`config.mk`:
```
export PLATFORM = sky130hd
export DESIGN_NAME = mips_control
export DESIGN_NICKNAME = d
export VERILOG_FILES = /design/src/hdl/ctrl_pkg.sv /design/src/hdl/datapath_ctrl_if.sv /design/src/hdl/ctrl_sequencer.sv /design/src/hdl/ctrl_word_encoder.sv /design/src/hdl/instr_decoder.sv /design/src/hdl/mips_control.sv
export SDC_FILE = /design/constraint.sdc
export NUM_CORES = 1
export LEC_CHECK = 0
export BUFFER_PORTS_ARGS = -buffer_cell sky130_fd_sc_hd__clkbuf_2
export CORE_UTILIZATION = 48
export CTS_BUF_LIST = sky130_fd_sc_hd__clkbuf_8
export DETAILED_ROUTE_END_ITERATION = 8
export GPL_ROUTABILITY_DRIVEN = 0
export PLACE_DENSITY_LB_ADDON = 0.15
export SLEW_MARGIN = 20
export SYNTH_ARGS = -nofsm -noshare
export SYNTH_HDL_FRONTEND = slang
export SYNTH_SLANG_ARGS = --single-unit
```
`constraint.sdc`:
```
create_clock -name clk -period 1.9 [get_ports clk]
set_input_delay 0.38 -clock clk [delete_from_list [all_inputs] [get_ports clk]]
set_output_delay 0.38 -clock clk [all_outputs]
set_load 0.05 [all_outputs]
```
`src/hdl/ctrl_pkg.sv`:
```
package ctrl_pkg;

    // Wait counts, in clock cycles
    localparam int FETCH_WAIT_CYCLES = 3;
    localparam int EXC_WAIT_CYCLES   = 8;
    localparam int WAIT_CNT_W        = 4;

    // Primary opcodes that the unit executes
    typedef enum logic [5:0] {
        R_TYPE = 6'h00,
        ADDI   = 6'h08,
        ADDIU  = 6'h09,
        LB     = 6'h20,
        LH     = 6'h21,
        LW     = 6'h23
    } opcode_t;

    // R-type function codes
    typedef enum logic [5:0] {
        ADD = 6'h20,
        SUB = 6'h22,
        AND = 6'h24
    } funct_t;

    typedef enum logic [3:0] {
        CLS_ADD,
        CLS_AND,
        CLS_SUB,
        CLS_ADDI,
        CLS_ADDIU,
        CLS_LW,
        CLS_LH,
        CLS_LB,
        CLS_ILLEGAL
    } instr_class_t;

    typedef enum logic [4:0] {
        ST_FETCH_WAIT,
        ST_FETCH,
        ST_DECODE,
        ST_DISPATCH,
        ST_ADD,
        ST_AND,
        ST_SUB,
        ST_ADDI,
        ST_ADDIU,
        ST_WB_R,
        ST_WB_I,
        ST_LW,
        ST_LH,
        ST_LB,
        ST_EXC_NOOPCODE,
        ST_EXC_OVERFLOW,
        ST_EXC_COMMIT
    } ctrl_state_t;

    typedef enum logic [2:0] {
        ALU_PASS = 3'd0,
        ALU_ADD  = 3'd1,
        ALU_AND  = 3'd2,
        ALU_SUB  = 3'd3
    } alu_op_t;

    typedef enum logic [1:0] {
        SRC_A_PC  = 2'd0,
        SRC_A_REG = 2'd1
    } alu_src_a_t;

    typedef enum logic [2:0] {
        SRC_B_REG  = 3'd0,
        SRC_B_FOUR = 3'd1,
        SRC_B_IMM  = 3'd2
    } alu_src_b_t;

    // Memory address select
    typedef enum logic [2:0] {
        ADDR_PC    = 3'd0,
        ADDR_FETCH = 3'd1,
        ADDR_EXC   = 3'd2
    } iord_t;

    typedef enum logic [2:0] {
        PC_ALU        = 3'd0,
        PC_EXC_VECTOR = 3'd3
    } pc_src_t;

    typedef enum logic [1:0] {
        DST_RT = 2'd0,
        DST_RD = 2'd1
    } reg_dst_t;

    typedef enum logic [3:0] {
        WB_ALU = 4'd0,
        WB_MDR = 4'd1
    } mem_to_reg_t;

    typedef enum logic [1:0] {
        LOAD_WORD = 2'd0,
        LOAD_HALF = 2'd1,
        LOAD_BYTE = 2'd2
    } load_width_t;

    typedef enum logic [1:0] {
        CAUSE_NOOPCODE = 2'd0,
        CAUSE_OVERFLOW = 2'd1
    } except_cause_t;

    typedef struct packed {
        logic pc_write;
        logic ir_write;
        logic a_write;
        logic b_write;
        logic alu_out_write;
        logic reg_write;
        logic epc_write;
    } ctrl_strobes_t;

    typedef struct packed {
        alu_src_a_t    alu_src_a;
        alu_src_b_t    alu_src_b;
        alu_op_t       alu_op;
        iord_t         iord;
        pc_src_t       pc_src;
        reg_dst_t      reg_dst;
        mem_to_reg_t   mem_to_reg;
        load_width_t   load_width;
        except_cause_t except_cause;
    } ctrl_selects_t;

endpackage

```
`src/hdl/datapath_ctrl_if.sv`:
```
`timescale 1ns/1ps

// Control fields from the state encoder toward the datapath
interface datapath_ctrl_if;

    // Write enables of PC, IR, A, B, ALUOut, register file and EPC
    ctrl_pkg::ctrl_strobes_t strobes;

    // Multiplexer selects, ALU operation, load width and cause
    ctrl_pkg::ctrl_selects_t selects;

    modport source (
        output strobes,
        output selects
    );

    modport sink (
        input strobes,
        input selects
    );

endinterface

```
`src/hdl/ctrl_sequencer.sv`:
```
`timescale 1ns/1ps

module ctrl_sequencer (
    input  logic                   clk,
    input  logic                   reset,
    input  ctrl_pkg::instr_class_t instr_class,
    input  logic                   ov,
    output ctrl_pkg::ctrl_state_t  state
);

    ctrl_pkg::ctrl_state_t         next_state;
    logic [ctrl_pkg::WAIT_CNT_W-1:0] wait_cnt;
    logic [ctrl_pkg::WAIT_CNT_W-1:0] next_cnt;

    always_ff @(posedge clk) begin
        if (reset) begin
            state    <= ctrl_pkg::ST_FETCH_WAIT;
            wait_cnt <= '0;
        end else begin
            state    <= next_state;
            wait_cnt <= next_cnt;
        end
    end

    always_comb begin
        next_state = state;
        // Counter is zero on every exit, so each wait starts from zero
        next_cnt   = '0;

        case (state)
            ctrl_pkg::ST_FETCH_WAIT: begin
                if (int'(wait_cnt) == ctrl_pkg::FETCH_WAIT_CYCLES - 1) begin
                    next_state = ctrl_pkg::ST_FETCH;
                end else begin
                    next_cnt = wait_cnt + 1'b1;
                end
            end
            ctrl_pkg::ST_FETCH: begin
                next_state = ctrl_pkg::ST_DECODE;
            end
            ctrl_pkg::ST_DECODE: begin
                next_state = ctrl_pkg::ST_DISPATCH;
            end
            ctrl_pkg::ST_DISPATCH: begin
                case (instr_class)
                    ctrl_pkg::CLS_ADD:   next_state = ctrl_pkg::ST_ADD;
                    ctrl_pkg::CLS_AND:   next_state = ctrl_pkg::ST_AND;
                    ctrl_pkg::CLS_SUB:   next_state = ctrl_pkg::ST_SUB;
                    ctrl_pkg::CLS_ADDI:  next_state = ctrl_pkg::ST_ADDI;
                    ctrl_pkg::CLS_ADDIU: next_state = ctrl_pkg::ST_ADDIU;
                    ctrl_pkg::CLS_LW:    next_state = ctrl_pkg::ST_LW;
                    ctrl_pkg::CLS_LH:    next_state = ctrl_pkg::ST_LH;
                    ctrl_pkg::CLS_LB:    next_state = ctrl_pkg::ST_LB;
                    default:             next_state = ctrl_pkg::ST_EXC_NOOPCODE;
                endcase
            end
            // Signed ops trap on overflow at the end of execute
            ctrl_pkg::ST_ADD, ctrl_pkg::ST_SUB: begin
                next_state = ov ? ctrl_pkg::ST_EXC_OVERFLOW : ctrl_pkg::ST_WB_R;
            end
            ctrl_pkg::ST_ADDI: begin
                next_state = ov ? ctrl_pkg::ST_EXC_OVERFLOW : ctrl_pkg::ST_WB_I;
            end
            ctrl_pkg::ST_AND: begin
                next_state = ctrl_pkg::ST_WB_R;
            end
            ctrl_pkg::ST_ADDIU: begin
                next_state = ctrl_pkg::ST_WB_I;
            end
            ctrl_pkg::ST_WB_R, ctrl_pkg::ST_WB_I,
            ctrl_pkg::ST_LW, ctrl_pkg::ST_LH, ctrl_pkg::ST_LB: begin
                next_state = ctrl_pkg::ST_FETCH_WAIT;
            end
            ctrl_pkg::ST_EXC_NOOPCODE, ctrl_pkg::ST_EXC_OVERFLOW: begin
                if (int'(wait_cnt) == ctrl_pkg::EXC_WAIT_CYCLES - 1) begin
                    next_state = ctrl_pkg::ST_EXC_COMMIT;
                end else begin
                    next_cnt = wait_cnt + 1'b1;
                end
            end
            ctrl_pkg::ST_EXC_COMMIT: begin
                next_state = ctrl_pkg::ST_FETCH_WAIT;
            end
            default: begin
                next_state = ctrl_pkg::ST_FETCH_WAIT;
            end
        endcase
    end

endmodule

```
`src/hdl/ctrl_word_encoder.sv`:
```
`timescale 1ns/1ps

module ctrl_word_encoder (
    input  ctrl_pkg::ctrl_state_t state,
    datapath_ctrl_if.source       ctrl
);

    ctrl_pkg::ctrl_strobes_t strobes;
    ctrl_pkg::ctrl_selects_t selects;

    always_comb begin
        // All fields start at their zero value in every state
        strobes              = '0;
        selects.alu_src_a    = ctrl_pkg::SRC_A_PC;
        selects.alu_src_b    = ctrl_pkg::SRC_B_REG;
        selects.alu_op       = ctrl_pkg::ALU_PASS;
        selects.iord         = ctrl_pkg::ADDR_PC;
        selects.pc_src       = ctrl_pkg::PC_ALU;
        selects.reg_dst      = ctrl_pkg::DST_RT;
        selects.mem_to_reg   = ctrl_pkg::WB_ALU;
        selects.load_width   = ctrl_pkg::LOAD_WORD;
        selects.except_cause = ctrl_pkg::CAUSE_NOOPCODE;

        case (state)
            ctrl_pkg::ST_FETCH_WAIT: begin
                selects.alu_src_b = ctrl_pkg::SRC_B_FOUR;
                selects.alu_op    = ctrl_pkg::ALU_ADD;
                selects.iord      = ctrl_pkg::ADDR_PC;
            end
            // PC + 4 and instruction register load together
            ctrl_pkg::ST_FETCH: begin
                strobes.pc_write  = 1'b1;
                strobes.ir_write  = 1'b1;
                selects.iord      = ctrl_pkg::ADDR_FETCH;
                selects.alu_src_b = ctrl_pkg::SRC_B_FOUR;
                selects.alu_op    = ctrl_pkg::ALU_ADD;
            end
            ctrl_pkg::ST_DECODE: begin
                strobes.a_write   = 1'b1;
                strobes.b_write   = 1'b1;
                selects.alu_src_b = ctrl_pkg::SRC_B_FOUR;
                selects.alu_op    = ctrl_pkg::ALU_ADD;
            end
            ctrl_pkg::ST_ADD, ctrl_pkg::ST_AND, ctrl_pkg::ST_SUB: begin
                strobes.alu_out_write = 1'b1;
                selects.alu_src_a     = ctrl_pkg::SRC_A_REG;
                selects.alu_src_b     = ctrl_pkg::SRC_B_REG;
                case (state)
                    ctrl_pkg::ST_AND: selects.alu_op = ctrl_pkg::ALU_AND;
                    ctrl_pkg::ST_SUB: selects.alu_op = ctrl_pkg::ALU_SUB;
                    default:          selects.alu_op = ctrl_pkg::ALU_ADD;
                endcase
            end
            ctrl_pkg::ST_ADDI, ctrl_pkg::ST_ADDIU: begin
                strobes.alu_out_write = 1'b1;
                selects.alu_src_a     = ctrl_pkg::SRC_A_REG;
                selects.alu_src_b     = ctrl_pkg::SRC_B_IMM;
                selects.alu_op        = ctrl_pkg::ALU_ADD;
            end
            ctrl_pkg::ST_WB_R: begin
                strobes.reg_write = 1'b1;
                selects.reg_dst   = ctrl_pkg::DST_RD;
            end
            ctrl_pkg::ST_WB_I: begin
                strobes.reg_write = 1'b1;
                selects.reg_dst   = ctrl_pkg::DST_RT;
            end
            // Load data comes from MDR, trimmed by the width code
            ctrl_pkg::ST_LW, ctrl_pkg::ST_LH, ctrl_pkg::ST_LB: begin
                strobes.reg_write  = 1'b1;
                selects.reg_dst    = ctrl_pkg::DST_RT;
                selects.mem_to_reg = ctrl_pkg::WB_MDR;
                case (state)
                    ctrl_pkg::ST_LH: selects.load_width = ctrl_pkg::LOAD_HALF;
                    ctrl_pkg::ST_LB: selects.load_width = ctrl_pkg::LOAD_BYTE;
                    default:         selects.load_width = ctrl_pkg::LOAD_WORD;
                endcase
            end
            ctrl_pkg::ST_EXC_NOOPCODE, ctrl_pkg::ST_EXC_OVERFLOW: begin
                selects.except_cause = (state == ctrl_pkg::ST_EXC_OVERFLOW) ?
                                       ctrl_pkg::CAUSE_OVERFLOW : ctrl_pkg::CAUSE_NOOPCODE;
                selects.iord         = ctrl_pkg::ADDR_EXC;
                selects.alu_src_b    = ctrl_pkg::SRC_B_FOUR;
                selects.alu_op       = ctrl_pkg::ALU_AND;
            end
            // Save the faulting PC and jump to the handler
            ctrl_pkg::ST_EXC_COMMIT: begin
                strobes.epc_write = 1'b1;
                strobes.pc_write  = 1'b1;
                selects.pc_src    = ctrl_pkg::PC_EXC_VECTOR;
            end
            default: begin
            end
        endcase
    end

    assign ctrl.strobes = strobes;
    assign ctrl.selects = selects;

endmodule

```
`src/hdl/instr_decoder.sv`:
```
`timescale 1ns/1ps

module instr_decoder (
    input  ctrl_pkg::opcode_t      opcode,
    input  ctrl_pkg::funct_t       funct,
    output ctrl_pkg::instr_class_t instr_class
);

    always_comb begin
        case (opcode)
            ctrl_pkg::R_TYPE: begin
                // Function field selects the ALU operation
                case (funct)
                    ctrl_pkg::ADD: begin
                        instr_class = ctrl_pkg::CLS_ADD;
                    end
                    ctrl_pkg::AND: begin
                        instr_class = ctrl_pkg::CLS_AND;
                    end
                    ctrl_pkg::SUB: begin
                        instr_class = ctrl_pkg::CLS_SUB;
                    end
                    default: begin
                        instr_class = ctrl_pkg::CLS_ILLEGAL;
                    end
                endcase
            end
            ctrl_pkg::ADDI: begin
                instr_class = ctrl_pkg::CLS_ADDI;
            end
            ctrl_pkg::ADDIU: begin
                instr_class = ctrl_pkg::CLS_ADDIU;
            end
            ctrl_pkg::LW: begin
                instr_class = ctrl_pkg::CLS_LW;
            end
            ctrl_pkg::LH: begin
                instr_class = ctrl_pkg::CLS_LH;
            end
            ctrl_pkg::LB: begin
                instr_class = ctrl_pkg::CLS_LB;
            end
            // Branches, jumps, stores and the rest trap
            default: begin
                instr_class = ctrl_pkg::CLS_ILLEGAL;
            end
        endcase
    end

endmodule

```
`src/hdl/mips_control.sv`:
```
`timescale 1ns/1ps

module mips_control (
    input  logic       clk,
    input  logic       reset,
    input  logic [5:0] opcode,
    input  logic [5:0] funct,
    input  logic       ov,
    output logic       pc_write,
    output logic       ir_write,
    output logic       a_write,
    output logic       b_write,
    output logic       alu_out_write,
    output logic       reg_write,
    output logic       epc_write,
    output logic [1:0] alu_src_a,
    output logic [2:0] alu_src_b,
    output logic [2:0] alu_op,
    output logic [2:0] iord,
    output logic [2:0] pc_src,
    output logic [1:0] reg_dst,
    output logic [3:0] mem_to_reg,
    output logic [1:0] load_width,
    output logic [1:0] except_cause
);

    ctrl_pkg::instr_class_t instr_class;
    ctrl_pkg::ctrl_state_t  state;

    datapath_ctrl_if u_ctrl_if ();

    instr_decoder u_instr_decoder (
        .opcode      (ctrl_pkg::opcode_t'(opcode)),
        .funct       (ctrl_pkg::funct_t'(funct)),
        .instr_class (instr_class)
    );

    ctrl_sequencer u_ctrl_sequencer (
        .clk         (clk),
        .reset       (reset),
        .instr_class (instr_class),
        .ov          (ov),
        .state       (state)
    );

    ctrl_word_encoder u_ctrl_word_encoder (
        .state (state),
        .ctrl  (u_ctrl_if.source)
    );

    // Write enables
    assign pc_write      = u_ctrl_if.strobes.pc_write;
    assign ir_write      = u_ctrl_if.strobes.ir_write;
    assign a_write       = u_ctrl_if.strobes.a_write;
    assign b_write       = u_ctrl_if.strobes.b_write;
    assign alu_out_write = u_ctrl_if.strobes.alu_out_write;
    assign reg_write     = u_ctrl_if.strobes.reg_write;
    assign epc_write     = u_ctrl_if.strobes.epc_write;

    // Selects
    assign alu_src_a     = u_ctrl_if.selects.alu_src_a;
    assign alu_src_b     = u_ctrl_if.selects.alu_src_b;
    assign alu_op        = u_ctrl_if.selects.alu_op;
    assign iord          = u_ctrl_if.selects.iord;
    assign pc_src        = u_ctrl_if.selects.pc_src;
    assign reg_dst       = u_ctrl_if.selects.reg_dst;
    assign mem_to_reg    = u_ctrl_if.selects.mem_to_reg;
    assign load_width    = u_ctrl_if.selects.load_width;
    assign except_cause  = u_ctrl_if.selects.except_cause;

endmodule

```
Word-level counts from Yosys, hierarchy flattened
Memories as Yosys holds them, arrays and structs flattened.
Index checks and enable logic that the tools add are counted.
- flip-flop bits (word level): 9
- output and inout port bits: 31
- memories: 1
- bits in latches: 0
- memory bits (read-only): 32
- word-level logic and storage cells: 71
- bits in writable memories: 0
- input bits: 15
- reduce and logical (&&, ||, !) cells: 12
- bitwise logic cells: 0
- mux-type cells: 27
- equal/unequal tests: 28
- div/mod/pow operators: 0
- magnitude comparators: 0
- multipliers: 0
- shifts and indexed selects: 0
- add/sub/neg operators: 1
- memories (memory ; words ; bits a word ; rd ports ; clocked after Yosys merged registers in ; write ports ; RTL line ; source):
    (no name shown) ; 8 ; 4 ; 1 ; 0 ; 0 ; ctrl_sequencer.sv:45 ; case (instr_class)
- operator list (cell ; number):
    $pmux 5 s9 ; 1
    $eq 5x4->1 const B ; 8
    $eq 6x6->1 const B ; 6
    $pmux 4 s6 ; 1
    $eq 5x3->1 const B ; 4
    $pmux 5 s4 ; 1
    $mux 5 ; 3
    $eq 6x4->1 const B ; 2
    $pmux 2 s2 ; 3
    $pmux 4 s3 ; 1
    $eq 5x2->1 const B ; 2
    $reduce_or 5->1 ; 2
    $mux 3 ; 3
    $reduce_or 3->1 ; 3
    $mux 1 ; 8
    $mux 4 ; 2
    $pmux 4 s2 ; 1
    $reduce_or 2->1 ; 4
    $logic_not 6->1 ; 1
    $mux 2 ; 3
    $eq 5x1->1 const B ; 1
    $eq 5x5->1 const B ; 1
    $logic_not 5->1 ; 1
    $add 4x1->4 const B ; 1
    4 further kinds ; 5

Longest topological paths before layout
Gate-level depths: netlist of the first run.
An unclocked memory read counts as a cell.
- word-level depth: 6
- gate-level depth with buffers: 6
- gate-level depth less buffers: 5

By module
From an unflattened synthesis of the first run, not the netlist that was laid out.
- cell total of the unflattened synthesis: 140
- area, all modules: 1121.1 um^2
- modules (own cells, without submodules) (module ; instances ; seq. area each (um^2) ; cells an instance ; area an instance (um^2)):
    ctrl_sequencer ; 1 ; 180.2 ; 56 ; 549.3
    ctrl_word_encoder ; 1 ; 0.0 ; 58 ; 394.1
    instr_decoder ; 1 ; 0.0 ; 26 ; 177.7

Worst setup path after synthesis of the first run
Ideal clock, no wire load.
- path type: reg-to-output
- from: register u_ctrl_sequencer.state[4]
- to: output b_write
- cell stages (with the launch flop): 5
- slack: -1.145 ns
- required time: 1.520 ns
- data arrival time: 2.665 ns
- path buffers: 3
- path through: dfxtp_1 > clkbuf_1 > clkbuf_1 > nor4_1 > buf_4
- cells in the longest elaborated chain, start to end: 2
- RTL lines (item ; RTL line ; source):
    from (decl) ; ctrl_sequencer.sv:8 ; output ctrl_pkg::ctrl_state_t state
    from (signal assigned) ; ctrl_sequencer.sv:17 ; state <= ctrl_pkg::ST_FETCH_WAIT;
    from (signal assigned) ; ctrl_sequencer.sv:20 ; state <= next_state;
    $eq 5x2->1 ; ctrl_word_encoder.sv:24 ; case (state)
    $mux 2 ; ctrl_word_encoder.sv:24 ;
    to (decl) ; mips_control.sv:12 ; output logic b_write,
Every way passes these cells.

Final worst setup path of the first run
- from: register u_ctrl_sequencer.state[2]
- to: output alu_src_a[0]
- cells in the longest elaborated chain, start to end: 3
- elaborated cells between the ends (all ways): 7
- classes of those cells: eq/ne: 5; mux: 1; reduce/logical: 1
- RTL lines (item ; RTL line ; source):
    $eq 5x3->1 or $eq 5x4->1 (tied branches) ; ctrl_word_encoder.sv:24 ;
    $reduce_or 5->1 (no source line) * ; n/a ;
    $mux 1 * ; ctrl_word_encoder.sv:24 ;
    to (decl) ; mips_control.sv:16 ; output logic [1:0] alu_src_a,
Mark *: on every way between the ends. The rest lies on a longest branch, timed or not.

==> results of run 1 <==
[layout make-up]
class,count,area [sq um]
Multi-Input combinational cell,112,787
Clock buffer,3,41.3
Clock inverter,1,3.75
Fill cell,170,551
Inverter,3,11.3
Tap cell,27,33.8
Timing Repair Buffer,46,327
Sequential cell,9,188
[registers in the layout (all words and copies together), names as in the netlist]
signal	flops
u_ctrl_sequencer.wait_cnt	4
u_ctrl_sequencer.state	5
[critical path: cells and delay by family (launching register included)]
kind / cells / cell delay [ns]
simple gates: 1 / 0.53
compound gates: 1 / 0.21
flops: 1 / 0.37
buf+inv: 1 / 0.17
[layer usage]
layer  up-vias  GRT usage [%]  wire, microns  part of all wire [%]
met1       500           28.5           1070                    44
met2        54           41.1           1180                    49
li1        550              -              -                     -
met5         -              0              0                     0
met4         0           4.57             10                  0.42
met3         2           6.15            148                   6.1
[cells in the mapped netlist, types with 3 or more instances]
cell      number  area (sq um)
nor3b_1        3          22.5
nor2_1        18          67.6
nand3_1        4          20.0
inv_1          3          11.3
nor4_1         4          25.0
clkbuf_1       6          22.5
dfxtp_1        9           180
o21ai_0        4          20.0
nor3_1         4          20.0
nor4b_1        3          26.3
a21oi_1       11          55.1
a21o_1         3          22.5
nand2b_1       6          37.5
buf_4         14           105
a31oi_1        3          18.8
and3b_1        3          26.3
nand2_1        5          18.8
nand3b_1       3          22.5
[logic make-up (layout without fill, tap and decap cells)]
| kind of cell | Yosys count | after routing | share of synthesized area [%] |
|---|---|---|---|
| compound gates | 32 | 32 | 21.9 |
| xor+xnor | 4 | 4 | 3.56 |
| fa+ha+maj | 2 | 2 | 2.54 |
| buf+inv | 24 | 53 | 15.2 |
| flops | 9 | 9 | 18.3 |
| other cells | 1 | 10 | 0.381 |
| simple gates | 64 | 64 | 38.1 |
[where the power goes]
group          internal (mW)  switching (mW)  leakage [nW]  total [mW]
clock network          0.141          0.0775        0.0269       0.218
logic                  0.302           0.489         0.508       0.791
registers              0.230          0.0385        0.0754       0.269
total                  0.673           0.605         0.610        1.28
[stage by stage]
stage | instance area [sq um] | cells | hold slack [ns] | setup WS, ns
floorplan | 1100 | 145 | 0.430 | -0.272
global placement | 1240 | 196 | 0.444 | 0.147
detailed placement | 1240 | 196 | 0.451 | 0.0922
CTS | 1360 | 201 | 0.403 | -0.0119
global route | 1390 | 201 | 0.420 | -0.0391
finish | 1390 | 201 | 0.407 | 0.00374
[repair_timing]
item	4_1_cts	5_1_grt
setup buffers	1	0
pin swaps	4	2
hold buffers	0	0
cloned	0	0
resized for setup	18	20
endpoints found under the setup margin	11	14
[final timing paths]
path                                              startpoint                            to  slack, ns  depth (start not counted)
worst max-delay path               u_ctrl_sequencer.state[2]                  alu_src_a[0]      0.004                          3
worst max register to register     u_ctrl_sequencer.state[3]  u_ctrl_sequencer.wait_cnt[2]       0.22                          5
worst min-delay path                                   reset     u_ctrl_sequencer.state[3]       0.41                          2
worst min register to register  u_ctrl_sequencer.wait_cnt[0]  u_ctrl_sequencer.wait_cnt[0]       0.46                          1
==> results.toml, run 1 <==
[hold_path]
hold_class = "input pin to register"

[timing]
rsz0062_at_grt = "true"
min_period_ns = 1.90
hold_viol = 0
setup_viol = 0
finClkSkew_ns = 0.00542
fin_setup_tns_ns = 0
fmax_mhz = 527
drv_slew = 0
post-route-period-util_pct = 99.8

[floorplanning]
std_cell_rows = 16
fp.dieW_microns = 47.3
die_h_microns = 47.3
ios = 46
initial_core_util_pct = 50.7
dieArea_sq_um = 2240
core_area_sq_um = 1940

[clocking]
cts_sinks = 9
cts_buffers = 3
cts_buffer_depth = 2
clk_latency_ns = 0.24
root_buffer = "clkbuf_8"
htree_levels = 1
clkTransAtPathRegs_ns = 0.05
tritoncts = "yes"

[synthesis]
synth_edf_count = 0
synth_area_sq_um = 985
ys_seq_elements = 9
ys_seq_area_share_pct = 18.3
ys_types = 41
ys_warn_count = 0
async_reset_ff_share_pct = 0
syn_inst = 136
ys.flop_type = "dfxtp_1"
avgSynthCellArea_sq_um = 7.24

[routing]
vias_per_cell = 5.50
routed_wirelength_microns = 2410
ant_nets = 0
drc = 0
vias = 1106
drtIter0Drc = 23
wl_per_cell_microns = 12.0
drt_pre_antenna_iters = 4

[power]
power_leakage_nw = 0.610
power.density_nw_per_um2 = 919
vdd_drop_max_mv = 0.775
power_mw = 1.28

[placed_design]
hpwl_microns = 1830
place.port_buffers = 35

[final_layout]
area_growth_pct = 41.3
fin_nets = 192
final_cell_mix = "clkbuf_2 (21), nor2_1 (17), buf_4 (12), conb_1 (10), clkbuf_4 (8)"
layout_commonest_cell = "clkbuf_2"
layout.core_utilization_pct = 71.6
antennaDiodeCount = 0
drive_above_1_share_pct = 39.7

[global_route]
grt_max_degree = 17
antenna_found_initial = 0
grt_pass1_vias = 917
grt-ovfl-total = 0
grt_usage_pct = 23.4
grt_pass1_wl_microns = 3770

[status]
status = "finished, final reports clean"

[critical_path]
crit_slowest_cell = "or4b_4"
cp.required_ns = 1.52
end_kind = "primary output"
worst_setup_path_start_kind = "register"
worstPathArrival_ns = 1.52
cp_slowest_stage_delay_ns = 0.53
cp_max_fo = 10
critPathKind = "register to primary output"
path_cells = "or4b_4 -> a21oi_4 -> buf_8"

[flow_run]
cap_viol_max_count = 0
Note: power is estimated with default switching activity, not from simulation.
==> run 2: changes to the inputs <==
--- a/config.mk
+++ b/config.mk
@@ -6,7 +6,7 @@
 export NUM_CORES = 1
 export LEC_CHECK = 0
 export BUFFER_PORTS_ARGS = -buffer_cell sky130_fd_sc_hd__clkbuf_2
-export CORE_UTILIZATION = 48
+export CORE_UTILIZATION = 50
 export CTS_BUF_LIST = sky130_fd_sc_hd__clkbuf_8
 export DETAILED_ROUTE_END_ITERATION = 8
 export GPL_ROUTABILITY_DRIVEN = 0
@@ -14,4 +14,5 @@
 export SLEW_MARGIN = 20
 export SYNTH_ARGS = -nofsm -noshare
 export SYNTH_HDL_FRONTEND = slang
+export SYNTH_HIERARCHICAL = 1
 export SYNTH_SLANG_ARGS = --single-unit
==> run 2 against run 1 <==
  * Area after synthesis is 14% higher
  * Die area is 8.9% higher
  * Non-clock buffer count is 7 higher
  * Hold slack better by 0.078 ns
  * Largest cell class unchanged
  * Highest routed layer unchanged
==> results.toml, run 2 <==
[power]
pwr-share-comb_pct = 66.6
power_mw = 1.57
power.switching_mw = 0.813
p_sw_share_pct = 51.8
intPower_mw = 0.758
seq_power_share_pct = 20.0
clkPwrFrac_pct = 13.4
power_leakage_nw = 0.631
power.density_nw_per_um2 = 1060
vdd_drop_max_mv = 0.865

[hold_path]
whs_endpoint = "u_ctrl_sequencer/state[2]"
hp-start = "reset"
min_path_cells = 2
hold_class = "input pin to register"

[synthesis]
synth_edf_count = 0
synth_most_common_cell = "buf_4"
synthAdderAreaFrac_pct = 2.23
ys_seq_elements = 9
async_reset_ff_share_pct = 0
synth_top_area_share_pct = 16.1
ys.flop_type = "dfxtp_1"
synth_area_sq_um = 1120
yosys.area.top_type = "dfxtp_1"
ys_warn_count = 6
ys_types = 53
avgSynthCellArea_sq_um = 8.01
synthXorXnorAreaFrac_pct = 3.91
syn_inst = 140
synth_top_family_by_area = "simple AND/OR/NAND/NOR gates"
yosys-top-cells-count = "buf_4 (17), nor3_1 (10), dfxtp_1 (9), nor2_1 (9)"
synth_top_cells_by_area = "dfxtp_1 (16%), buf_4 (11%), nor3_1 (4.5%)"
synth_compound_area_share_pct = 20.3
ys_seq_area_share_pct = 16.1
synthMuxAreaShare_pct = 1.00
yosys.area_share.simple_pct = 39.8

[routing]
drc = 0
wl_per_cell_microns = 12.8
drtIter0Drc = 51
vias = 1192
vias_per_cell = 5.65
drt_pre_antenna_iters = 4
routed_wirelength_microns = 2700
ant_nets = 0

[timing]
hold_viol = 0
fin_setup_tns_ns = 0
fmax_mhz = 544
post-route-period-util_pct = 96.8
fin_ws_ns = 0.0615
timing.hold.ws_ns = 0.485
min_period_ns = 1.84
setup_viol = 0
finClkSkew_ns = 0.000884
drv_slew = 0

[clocking]
clk_latency_ns = 0.23
htree_levels = 1
tritoncts = "yes"
hold_buffers = 0
clkTransAtPathRegs_ns = 0.04
root_buffer = "clkbuf_8"
cts_buffer_depth = 2
cts_sinks = 9
cts_buffers = 3
cts_setup_buffers = 0

[floorplanning]
die_h_microns = 49.4
initial_core_util_pct = 54.9
ios = 46
std_cell_rows = 16
fp.dieW_microns = 49.4
core_area_sq_um = 2040
dieArea_sq_um = 2440

[final_layout]
drive_above_1_share_pct = 46.2
final_area_sq_um = 1480
largest_reg_flops = 5
regMostFlops = "u_ctrl_sequencer/state"
multiInputGateArea_sq_um = 871
antennaDiodeCount = 0
fill_cells = 156
ff_latch_area_sq_um = 181
area_growth_pct = 31.6
reg_top3 = "u_ctrl_sequencer/state (5), u_ctrl_sequencer/wait_cnt (4)"
fin_nets = 202
layout_commonest_cell = "clkbuf_2"
final_cell_mix = "clkbuf_2 (28), buf_4 (21), conb_1 (10)"

[global_route]
use_met1_pct = 30.1
grt_pass1_wl_microns = 4620
use_met3_pct = 3.12
grt_pass1_vias = 1048
antenna_found_initial = 0
grt_usage_pct = 23.4
busiest_layer = "met2"
grt_max_degree = 14
met2_usage_pct = 41.3
grt-ovfl-total = 0

[critical_path]
r2r_start = "u_ctrl_sequencer/wait_cnt[0]"
reg2reg_slack_ns = 0.33
cp_num_buf_inv = 2
crit_slowest_cell = "dfxtp_1"
cp_top_family = "buffers and inverters"
cp.required_ns = 1.52
rr_endpoint = "u_ctrl_sequencer/state[0]"
worstPathArrival_ns = 1.46
cp_slowest_stage_delay_ns = 0.38
r2r_cells = 5
critPathKind = "register to primary output"
end_kind = "primary output"
worst_setup_path_start_kind = "register"
cp_max_fo = 5
path_cells = "buf_4 -> nand2_1 -> a21o_2 -> a21oi_2 -> buf_2"

[placed_design]
dpl_cell_area_sq_um = 1370
pre_cts_ws_ns = -0.175
hpwl_microns = 2030
place.port_buffers = 35

[flow_run]
cap_viol_max_count = 0

[status]
status = "finished, final reports clean"
[run 2: how the worst max path moves through the flow]
stage	endpoint	start	cells after the start
finish	alu_op[0]	u_ctrl_sequencer/state[1]	5
global route	alu_src_a[0]	u_ctrl_sequencer/state[1]	5
CTS	alu_out_write	u_ctrl_sequencer/state[1]	5
detailed placement	u_ctrl_sequencer/state[1]	opcode[0]	7
global placement	u_ctrl_sequencer/state[1]	opcode[0]	7
floorplan	reg_dst[0]	u_ctrl_sequencer/state[0]	3
[run 2: metrics by stage]
stage | util (%) | std cells
after floorplan | - | 149
after global placement | 67.0 | 207
after detailed placement | 67.0 | 207
after CTS | 69.4 | 211
after global routing | 72.2 | 211
final | 72.2 | 211
[run 2: logic make-up after synthesis]
| kind of cell | count (synthesis) |
|---|---|
| AND/OR/NAND/NOR | 70 |
| AO/OA/AOI/OAI | 27 |
| buffers and inverters | 25 |
| flip-flops | 9 |
| XOR/XNOR | 5 |
| adder cells (fa/ha/maj) | 2 |
| other | 1 |
| multiplexers | 1 |
[run 2: cell type report]
type	count	share of cell area [%]
clock inverter	1	0.254
tap	27	2.29
sequential	9	12.3
timing repair buffer	53	22.6
clock buffer	3	2.80
multi-input combinational	115	59.0
inverter	3	0.763
[run 2: what timing repair did]
action	CTS	global route
setup endpoints to repair	4	10
pin swaps	0	1
resized for setup	2	25
[run 2: routing by layer]
metal / vias to the layer above / wire, microns / share of wire (%)
li1: 584 / - / -
met1: 545 / 1240 / 46
met2: 57 / 1270 / 47
met3: 6 / 146 / 5.4
met4: 0 / 38 / 1.4
met5: - / 0 / 0
[run 2: worst reg2reg max path, delay by kind of cell (launching register included)]
family	cells	cell delay (ns)
and+or+nand+nor	1	0.39
AOI/OAI and AO/OA	2	0.55
DFF	1	0.33
adders and majority gates	1	0.13
buffers and inverters	1	0.07
[run 2: power groups by stage]
stage / Clock, mW / Combinational, mW / Sequential, mW
after detailed placement: 0 / 1.02 / 0.310
after global placement: 0 / 1.00 / 0.308
final: 0.211 / 1.05 / 0.313
after CTS: 0.213 / 1.02 / 0.314
after floorplan: 0 / 0.855 / 0.304
after global routing: 0.219 / 1.14 / 0.323
